File: src/logic/rpPkg.sv
//////////////////////////////////////////////////
// RP drive shared definitions
// Register selects, command codes, status and
// command layouts, default drive geometry
//////////////////////////////////////////////////

package rpPkg;

   // Host bus data width
   localparam int rpDataWidth = 36;

   // Default geometry, highest sector, track and cylinder numbers
   localparam int rpDefLastSect  = 21;
   localparam int rpDefLastTrack = 18;
   localparam int rpDefLastCyl   = 410;

   //////////////////////////////////////////////////
   // Register selects
   //////////////////////////////////////////////////

   // RPCS  command, reads as zero
   // RPDA  sector in bits 5:0, track in bits 13:8
   // RPDC  cylinder in bits 9:0
   // RPDS  status in bits 3:0
   typedef enum logic [1:0] {
      RPCS,
      RPDA,
      RPDC,
      RPDS
   } rpRegSel_e;

   // Command codes, bits 9:8 of an RPCS write
   typedef enum logic [1:0] {
      NOP,
      PRESET,
      READ,
      DRIVECLEAR
   } rpOpcode_e;

   // Drive status, low nibble of RPDS
   typedef struct packed {
      logic ready;
      logic busy;
      logic lastSectErr;
      logic opErr;
   } rpStatus_t;

   // Command word, count is the sector count in bits 7:0
   typedef struct packed {
      rpOpcode_e  opcode;
      logic [7:0] count;
   } rpCmd_t;

endpackage

File: src/logic/rpCylAddr.sv
//////////////////////////////////////////////////
// RP desired cylinder register
// Loads from the bus while ready, steps on the
// track carry and flags a wrap past the last one
//////////////////////////////////////////////////

module rpCylAddr #(
   parameter int lastCyl = rpPkg::rpDefLastCyl
) (
   input  logic                          clk,
   input  logic                          rst,
   input  logic                          clr,
   input  logic                          preset,
   input  logic                          wrEn,
   input  logic [rpPkg::rpDataWidth-1:0] wrData,
   input  logic                          ready,
   input  logic                          cylCarry,
   output logic [9:0]                    cylinder,
   output logic                          cylOverflow
);

   logic cylAtLast;
   logic zeroCyl;
   logic loadCyl;
   logic stepCyl;

   assign cylAtLast = (cylinder == 10'(lastCyl));
   assign zeroCyl   = clr | preset;
   assign loadCyl   = wrEn & ready;
   // Clear and load both win over a carry
   assign stepCyl   = cylCarry & ~zeroCyl & ~loadCyl;

   always_ff @(posedge clk or posedge rst)
   begin
      if (rst)
         cylinder <= '0;
      else if (zeroCyl)
         cylinder <= '0;
      else if (loadCyl)
         cylinder <= wrData[9:0];
      else if (stepCyl)
         cylinder <= cylAtLast ? 10'd0 : cylinder + 10'd1;
   end

   // Ran off the end of the disk
   assign cylOverflow = stepCyl & cylAtLast;

endmodule

File: src/logic/rpDiskAddr.sv
//////////////////////////////////////////////////
// RP sector/track address register
// Loads from the bus while ready, counts sectors,
// wraps into track and carries out to cylinder
//////////////////////////////////////////////////

module rpDiskAddr #(
   parameter int lastSect  = rpPkg::rpDefLastSect,
   parameter int lastTrack = rpPkg::rpDefLastTrack
) (
   input  logic                          clk,
   input  logic                          rst,
   input  logic                          clr,
   input  logic                          preset,
   input  logic                          wrEn,
   input  logic [rpPkg::rpDataWidth-1:0] wrData,
   input  logic                          ready,
   input  logic                          incSect,
   output logic [5:0]                    sector,
   output logic [5:0]                    track,
   output logic                          cylCarry
);

   logic sectAtLast;
   logic trackAtLast;
   logic zeroAddr;
   logic loadAddr;

   assign sectAtLast  = (sector == 6'(lastSect));
   assign trackAtLast = (track == 6'(lastTrack));
   assign zeroAddr    = clr | preset;
   // Host load only honoured while the drive is idle
   assign loadAddr    = wrEn & ready;

   //////////////////////////////////////////////////
   // Sector counter
   //////////////////////////////////////////////////

   always_ff @(posedge clk or posedge rst)
   begin
      if (rst)
         sector <= '0;
      else if (zeroAddr)
         sector <= '0;
      else if (loadAddr)
         sector <= wrData[5:0];
      else if (incSect)
         sector <= sectAtLast ? 6'd0 : sector + 6'd1;
   end

   //////////////////////////////////////////////////
   // Track counter
   //////////////////////////////////////////////////

   // Advances only on a sector wrap
   always_ff @(posedge clk or posedge rst)
   begin
      if (rst)
         track <= '0;
      else if (zeroAddr)
         track <= '0;
      else if (loadAddr)
         track <= wrData[13:8];
      else if (incSect & sectAtLast)
         track <= trackAtLast ? 6'd0 : track + 6'd1;
   end

   // Carry when sector and track both wrap, suppressed if overridden
   assign cylCarry = incSect & sectAtLast & trackAtLast & ~zeroAddr & ~loadAddr;

endmodule

File: src/logic/rpDrive.sv
//////////////////////////////////////////////////
// RP drive register file, top level
// Register bus decode, read multiplexer and the
// controller and address register instances
//////////////////////////////////////////////////

module rpDrive #(
   parameter int lastSect  = rpPkg::rpDefLastSect,
   parameter int lastTrack = rpPkg::rpDefLastTrack,
   parameter int lastCyl   = rpPkg::rpDefLastCyl
) (
   input  logic                          clk,
   input  logic                          rst,
   input  logic                          clr,
   input  logic                          wrStrobe,
   input  rpPkg::rpRegSel_e              wrSel,
   input  logic [rpPkg::rpDataWidth-1:0] wrData,
   input  rpPkg::rpRegSel_e              rdSel,
   output logic [15:0]                   rdData,
   input  logic                          sectorDone
);

   logic             cmdWr;
   logic             daWr;
   logic             dcWr;
   logic             ready;
   logic             preset;
   logic             incSect;
   logic             cylCarry;
   logic             cylOverflow;
   logic [5:0]       sector;
   logic [5:0]       track;
   logic [9:0]       cylinder;
   rpPkg::rpStatus_t status;

   // Per register write enables, RPDS writes go nowhere
   assign cmdWr = wrStrobe & (wrSel == rpPkg::RPCS);
   assign daWr  = wrStrobe & (wrSel == rpPkg::RPDA);
   assign dcWr  = wrStrobe & (wrSel == rpPkg::RPDC);

   rpDriveCtrl u_rpDriveCtrl (
      .clk         (clk),
      .rst         (rst),
      .clr         (clr),
      .cmdWr       (cmdWr),
      .cmdData     (wrData),
      .sectorDone  (sectorDone),
      .cylOverflow (cylOverflow),
      .status      (status),
      .ready       (ready),
      .preset      (preset),
      .incSect     (incSect)
   );

   rpDiskAddr #(
      .lastSect  (lastSect),
      .lastTrack (lastTrack)
   ) u_rpDiskAddr (
      .clk      (clk),
      .rst      (rst),
      .clr      (clr),
      .preset   (preset),
      .wrEn     (daWr),
      .wrData   (wrData),
      .ready    (ready),
      .incSect  (incSect),
      .sector   (sector),
      .track    (track),
      .cylCarry (cylCarry)
   );

   rpCylAddr #(
      .lastCyl (lastCyl)
   ) u_rpCylAddr (
      .clk         (clk),
      .rst         (rst),
      .clr         (clr),
      .preset      (preset),
      .wrEn        (dcWr),
      .wrData      (wrData),
      .ready       (ready),
      .cylCarry    (cylCarry),
      .cylinder    (cylinder),
      .cylOverflow (cylOverflow)
   );

   //////////////////////////////////////////////////
   // Read multiplexer
   //////////////////////////////////////////////////

   always_comb
   begin
      case (rdSel)
         // Track in the upper byte, sector in the lower
         rpPkg::RPDA: rdData = {2'b00, track, 2'b00, sector};
         rpPkg::RPDC: rdData = {6'd0, cylinder};
         rpPkg::RPDS: rdData = {12'd0, status};
         default:     rdData = 16'd0;
      endcase
   end

endmodule

File: src/logic/rpDriveCtrl.sv
//////////////////////////////////////////////////
// RP drive command and status controller
// Decodes host commands, runs the transfer FSM,
// counts sectors and keeps the error bits
//////////////////////////////////////////////////

module rpDriveCtrl (
   input  logic                          clk,
   input  logic                          rst,
   input  logic                          clr,
   input  logic                          cmdWr,
   input  logic [rpPkg::rpDataWidth-1:0] cmdData,
   input  logic                          sectorDone,
   input  logic                          cylOverflow,
   output rpPkg::rpStatus_t              status,
   output logic                          ready,
   output logic                          preset,
   output logic                          incSect
);

   typedef enum logic {
      IDLE,
      XFER
   } ctrlState_e;

   ctrlState_e    state;
   logic [7:0]    count;
   logic          busy;
   logic          lastSectErr;
   logic          opErr;
   rpPkg::rpCmd_t cmd;
   logic          isRead;
   logic          isPreset;
   logic          isClear;
   logic          badRead;

   //////////////////////////////////////////////////
   // Command decode
   //////////////////////////////////////////////////

   assign cmd      = rpPkg::rpCmd_t'(cmdData[9:0]);
   assign isRead   = cmdWr & (cmd.opcode == rpPkg::READ);
   assign isPreset = cmdWr & (cmd.opcode == rpPkg::PRESET);
   assign isClear  = cmdWr & (cmd.opcode == rpPkg::DRIVECLEAR);

   // Read while busy, or a read of nothing
   assign badRead  = isRead & (busy | (cmd.count == 8'd0));

   assign busy    = (state == XFER);
   assign ready   = (state == IDLE);

   // Media pulses only count during a transfer
   assign incSect = sectorDone & busy;

   //////////////////////////////////////////////////
   // Transfer FSM and sector count
   //////////////////////////////////////////////////

   always_ff @(posedge clk or posedge rst)
   begin
      if (rst)
      begin
         state <= IDLE;
         count <= '0;
      end
      else if (clr)
      begin
         state <= IDLE;
         count <= '0;
      end
      else if (isRead & ~badRead)
      begin
         // Start of transfer, only reachable from IDLE
         state <= XFER;
         count <= cmd.count;
      end
      else if (incSect)
      begin
         count <= count - 8'd1;
         // Last sector returns to idle on the same edge
         if (count == 8'd1)
            state <= IDLE;
      end
   end

   //////////////////////////////////////////////////
   // Error bits
   //////////////////////////////////////////////////

   always_ff @(posedge clk or posedge rst)
   begin
      if (rst)
      begin
         lastSectErr <= 1'b0;
         opErr       <= 1'b0;
      end
      else if (clr | isClear)
      begin
         lastSectErr <= 1'b0;
         opErr       <= 1'b0;
      end
      else
      begin
         if (cylOverflow)
            lastSectErr <= 1'b1;
         if (badRead)
            opErr <= 1'b1;
      end
   end

   // Preset strobe to the address registers, one cycle after the command
   always_ff @(posedge clk or posedge rst)
   begin
      if (rst)
         preset <= 1'b0;
      else if (clr)
         preset <= 1'b0;
      else
         preset <= isPreset;
   end

   assign status = '{
      ready:       ready,
      busy:        busy,
      lastSectErr: lastSectErr,
      opErr:       opErr
   };

endmodule

File: config.mk
export PLATFORM = sky130hd
export DESIGN_NAME = rpDrive
export DESIGN_NICKNAME = d
export VERILOG_FILES = /design/src/logic/rpPkg.sv /design/src/logic/rpCylAddr.sv /design/src/logic/rpDiskAddr.sv /design/src/logic/rpDrive.sv /design/src/logic/rpDriveCtrl.sv
export SDC_FILE = /design/constraint.sdc
export NUM_CORES = 1
export LEC_CHECK = 0
export ABC_AREA = 0
export BUFFER_PORTS_ARGS = -buffer_cell sky130_fd_sc_hd__clkbuf_2
export CORE_ASPECT_RATIO = 0.9
export CORE_MARGIN = 3
export CORE_UTILIZATION = 30
export DETAILED_ROUTE_END_ITERATION = 7
export HOLD_SLACK_MARGIN = 0.03
export PLACE_DENSITY_LB_ADDON = 0.12
export SYNTH_ARGS = -nofsm -noshare
export SYNTH_HDL_FRONTEND = slang
export SYNTH_SLANG_ARGS = --single-unit
File: constraint.sdc
create_clock -name clk -period 2.55 [get_ports clk]
set_input_delay 0.255 -clock clk [delete_from_list [all_inputs] [get_ports clk]]
set_output_delay 0.255 -clock clk [all_outputs]
set_load 0.05 [all_outputs]
==> summary.md <==
Die
• **Floorplan Core Area** 7770 um^2
• **die footprint** 9403 um^2
• **starting density of the core** 0.3195
• **horizontal die dimension** 101.9 um
• **die height** 92.30 um
• **floorplan row count** 30
• **I/O pin count** 61

Place
• **dpl ws** 0.5364 ns
• **input/output buffers** 36
• **Post-Place Cell Area** 2735 um^2
• **placed wire-length estimate after detailed placement** 5396 um
• **routability congestion estimate from global placement** 0.9039

Setup path
• **depth of the worst register-to-register path** 7
• **required time of the worst setup path** 2.76 ns
• **Worst Path Max Fanout** 7
• **Startpoint Class** register
• **Reg-to-Reg Start** u_rpDiskAddr.track[0]$_DFFE_PP0P_
• **arrival time of the worst setup path** 2.26 ns
• **class of the most critical setup path** reg2reg
• **capturing point of the worst reg2reg path** u_rpCylAddr.cylinder[0]$_DFFE_PP0P_
• **reg2reg setup slack** 0.51 ns
• **Critical Path Sink Type** register

Finish
• **number of nets in the layout** 377
• **Fill cells** 805
• **layout-stage area growth over the synthesis result** 13.86%
• **share of post-route cells with drive strength above 1** 0.2031
• **multi-input logic area** 1483 um^2
• **Final Instance Area** 2826 um^2
• **Sequential cell area** 850.8 um^2
• **# diodes** 0

STA
• **Setup violations, final** 0
• **Max-slew headroom** 0.5729
• **final critical path time including I/O delays and setup** 2.043 ns
• **setup repair after global routing missed its margin** false
• **maximum operating frequency** 0.4896 GHz
• **least setup slack across all paths after layout** 0.5074 ns
• **slew at the pin closest to its max-slew limit** 0.6388 ns
• **number of pins exceeding their max-slew limit in the final report** 0
• **period utilization** 0.8010
• **final-report hold violation count** 0
• **Max Clock Skew** 0.006541 ns
• **Post-Route Setup TNS** 0 ns

Global routing
• **GRT Residual Overflow** 0
• **first-pass GRT wire length** 11,830 um
• **number of antenna violations at the first check in global routing** 0
• **via count of the first global-routing pass** 2,168
• **Total GRT Usage** 0.1638
• **maximum number of pins on one net before global-route repair** 35

Drt
• **final wirelength** 7461 um
• **count of unresolved DRC violations after routing** 0
• **remaining antenna violation count after routing** 0
• **drt via density** 5.451
• **Pre-Repair DR Iteration Count** 4
• **number of vias in the routed layout** 2,295
• **average routed wire per standard cell** 17.72 um
• **violation count after the first detailed-route iteration** 108

Synthesis
• **number of enable-type register cells in the synthesized netlist** 0
• **post-synth design cell area** 2482 um^2
• **ranking of synthesized cells by instance count** sky130_fd_sc_hd__dfrtp_1 (34), sky130_fd_sc_hd__nor2_1 (29), sky130_fd_sc_hd__nand2_1 (26), sky130_fd_sc_hd__o21ai_0 (18), sky130_fd_sc_hd__a21oi_1 (15)
• **synth unique cells** 56
• **area share of the largest cell type after synthesis** 0.3427
• **share of synthesized area occupied by flip-flops and latches** 0.3427
• **area leader, netlist** sky130_fd_sc_hd__dfrtp_1
• **Syn. warnings** 0
• **dominant synthesized flop cell** sky130_fd_sc_hd__dfrtp_1
• **dominant cell by count in the synthesized netlist** sky130_fd_sc_hd__dfrtp_1
• **gate count after technology mapping** 288
• **register bit count reported by yosys** 34
• **proportion of register bits with asynchronous set or reset after synthesis** 1.000
• **Avg Cell Area, Syn** 8.619 um^2
• **Area contributors post-synth** sky130_fd_sc_hd__dfrtp_1 (34%), sky130_fd_sc_hd__nor2_1 (4.4%), sky130_fd_sc_hd__ha_1 (4.0%), sky130_fd_sc_hd__nand2_1 (3.9%), sky130_fd_sc_hd__o21ai_0 (3.6%)

Min path
• **type of the most critical hold path** in2async

Outcome
• **status** finished, final reports clean

Clocking
• **latest clock arrival within the worst-skew pair** 0.29 ns
• **TritonCTS sink count** 34
• **Hold-fix buffers, CTS** 0
• **buffers inserted during post-CTS setup optimization** 0
• **Clock Tree Buf Depth** 2
• **clock-pin slew on the worst setup and hold paths** 0.08 ns
• **cts bufs inserted** 5
• **post-cts repair resize count** 0
• **Max H-tree Level** 2
• **CTS tree** built
• **root buffer cell** sky130_fd_sc_hd__clkbuf_8

Pwr
• **static power due to leakage** 1.198 nW
• **power density over cell area** 443.5 nW/um^2
• **Peak VDD IR** 165.7 uV
• **power after layout** 1.254 mW

Run
• **max-cap violations** 0

-- final cells by class --
cell class,count,area share
clock buffer,7,0.03054
clock inverter,1,0.001771
inverter,7,0.009296
multi-input combinational,230,0.5246
sequential,34,0.3010
tap,96,0.04250
timing repair buffer,46,0.09031
-- report_power, final --
part	switching, mW	total [mW]	leakage, nW	internal (mW)
Clock	0.206	0.424	0.0482	0.218
Combinational	0.143	0.223	0.685	0.0806
Sequential	0.0415	0.606	0.464	0.565
-- metrics by stage --
stage / utilization / cells / hold WS (ns)
floorplan: - / 289 / 0.3249
global placement: 0.3520 / 413 / 0.3865
detailed placement: 0.3520 / 413 / 0.3844
CTS: 0.3638 / 421 / 0.06931
global route: 0.3638 / 421 / 0.09624
finish: 0.3638 / 421 / 0.04843
-- registers in the layout, indices dropped and copies added, names as in the netlist --
name and cells:
u_rpDriveCtrl.preset 1, u_rpCylAddr.cylinder 10, u_rpDiskAddr.sector 6, u_rpDriveCtrl.count 8
u_rpDriveCtrl.busy 1, u_rpDriveCtrl.opErr 1, u_rpDriveCtrl.lastSectErr 1, u_rpDiskAddr.track 6
-- layer usage --
| metal | part of all wire | wire length (um) | vias to the layer above | track usage |
|---|---|---|---|---|
| li1 | - | - | 1127 | - |
| met1 | 0.48 | 3600 | 1102 | 0.2277 |
| met2 | 0.47 | 3498 | 55 | 0.2587 |
| met3 | 0.034 | 251 | 11 | 0.03238 |
| met4 | 0.015 | 111 | 0 | 0.04372 |
| met5 | 0 | 0 | - | 0 |
-- worst max-delay path: stages (launching register included) --
cell                        delay (ns)
sky130_fd_sc_hd__dfrtp_1          0.45
sky130_fd_sc_hd__inv_1            0.09
sky130_fd_sc_hd__ha_1             0.14
sky130_fd_sc_hd__nand4bb_1        0.21
sky130_fd_sc_hd__nor2_2           0.27
sky130_fd_sc_hd__nand2_1          0.24
sky130_fd_sc_hd__or3_1            0.40
sky130_fd_sc_hd__a31oi_1          0.16
-- worst max path at each step --
| stage | endpoint | slack (ns) | from | cells past startpoint |
|---|---|---|---|---|
| 2_1_floorplan | u_rpCylAddr.cylinder[8]$_DFFE_PP0P_ | 0.73 | u_rpCylAddr.cylinder[0]$_DFFE_PP0P_ | 7 |
| 3_3_place_gp | u_rpCylAddr.cylinder[0]$_DFFE_PP0P_ | 0.53 | u_rpDiskAddr.track[0]$_DFFE_PP0P_ | 7 |
| 3_5_place_dp | u_rpCylAddr.cylinder[0]$_DFFE_PP0P_ | 0.54 | u_rpDiskAddr.track[0]$_DFFE_PP0P_ | 7 |
| 4_1_cts | u_rpCylAddr.cylinder[0]$_DFFE_PP0P_ | 0.52 | u_rpDiskAddr.track[0]$_DFFE_PP0P_ | 7 |
| 5_1_grt | u_rpDiskAddr.track[1]$_DFFE_PP0P_ | 0.35 | u_rpDiskAddr.sector[0]$_DFFE_PP0P_ | 6 |
| 6_report | u_rpCylAddr.cylinder[0]$_DFFE_PP0P_ | 0.51 | u_rpDiskAddr.track[0]$_DFFE_PP0P_ | 7 |
-- cell families after synthesis --
group | count (synthesis) | synth area share
buffers and inverters | 25 | 0.06149
XOR/XNOR | 9 | 0.03176
adder cells (fa/ha/maj) | 8 | 0.04032
multiplexers | 3 | 0.01260
AND/OR/NAND/NOR | 127 | 0.2949
flip-flops | 34 | 0.3427
other | 1 | 0.001511
AO/OA/AOI/OAI | 81 | 0.2147
-- layout by cell type (no fill, tap or decap), types with 2 or more instances in the layout --
master | netlist | layout
sky130_fd_sc_hd__a211oi_1 | 12 | 12
sky130_fd_sc_hd__a21oi_1 | 15 | 15
sky130_fd_sc_hd__a22o_1 | 7 | 7
sky130_fd_sc_hd__a31oi_1 | 9 | 9
sky130_fd_sc_hd__and2_1 | 9 | 9
sky130_fd_sc_hd__and3_1 | 3 | 3
sky130_fd_sc_hd__and4bb_2 | 2 | 2
sky130_fd_sc_hd__buf_4 | 3 | 10
sky130_fd_sc_hd__clkbuf_2 | 0 | 36
sky130_fd_sc_hd__clkbuf_8 | 3 | 6
sky130_fd_sc_hd__conb_1 | 1 | 2
sky130_fd_sc_hd__dfrtp_1 | 34 | 34
sky130_fd_sc_hd__ha_1 | 8 | 8
sky130_fd_sc_hd__inv_1 | 7 | 7
sky130_fd_sc_hd__mux2i_1 | 2 | 2
sky130_fd_sc_hd__nand2_1 | 26 | 26
sky130_fd_sc_hd__nand2b_1 | 2 | 2
sky130_fd_sc_hd__nand3_1 | 12 | 12
sky130_fd_sc_hd__nand3b_1 | 4 | 4
sky130_fd_sc_hd__nand4_1 | 2 | 2
sky130_fd_sc_hd__nand4bb_1 | 3 | 3
sky130_fd_sc_hd__nor2_1 | 29 | 29
sky130_fd_sc_hd__nor2b_1 | 4 | 4
sky130_fd_sc_hd__nor3_1 | 10 | 10
sky130_fd_sc_hd__nor4_1 | 5 | 5
sky130_fd_sc_hd__o211ai_1 | 6 | 6
sky130_fd_sc_hd__o21a_1 | 2 | 2
sky130_fd_sc_hd__o21ai_0 | 18 | 18
sky130_fd_sc_hd__o22ai_1 | 3 | 3
sky130_fd_sc_hd__or2_2 | 2 | 2
sky130_fd_sc_hd__or3_1 | 2 | 2
sky130_fd_sc_hd__or4_1 | 2 | 2
sky130_fd_sc_hd__xnor2_1 | 7 | 7
sky130_fd_sc_hd__xor2_1 | 2 | 2
No activity file was read; power rests on OpenSTA's default activity.
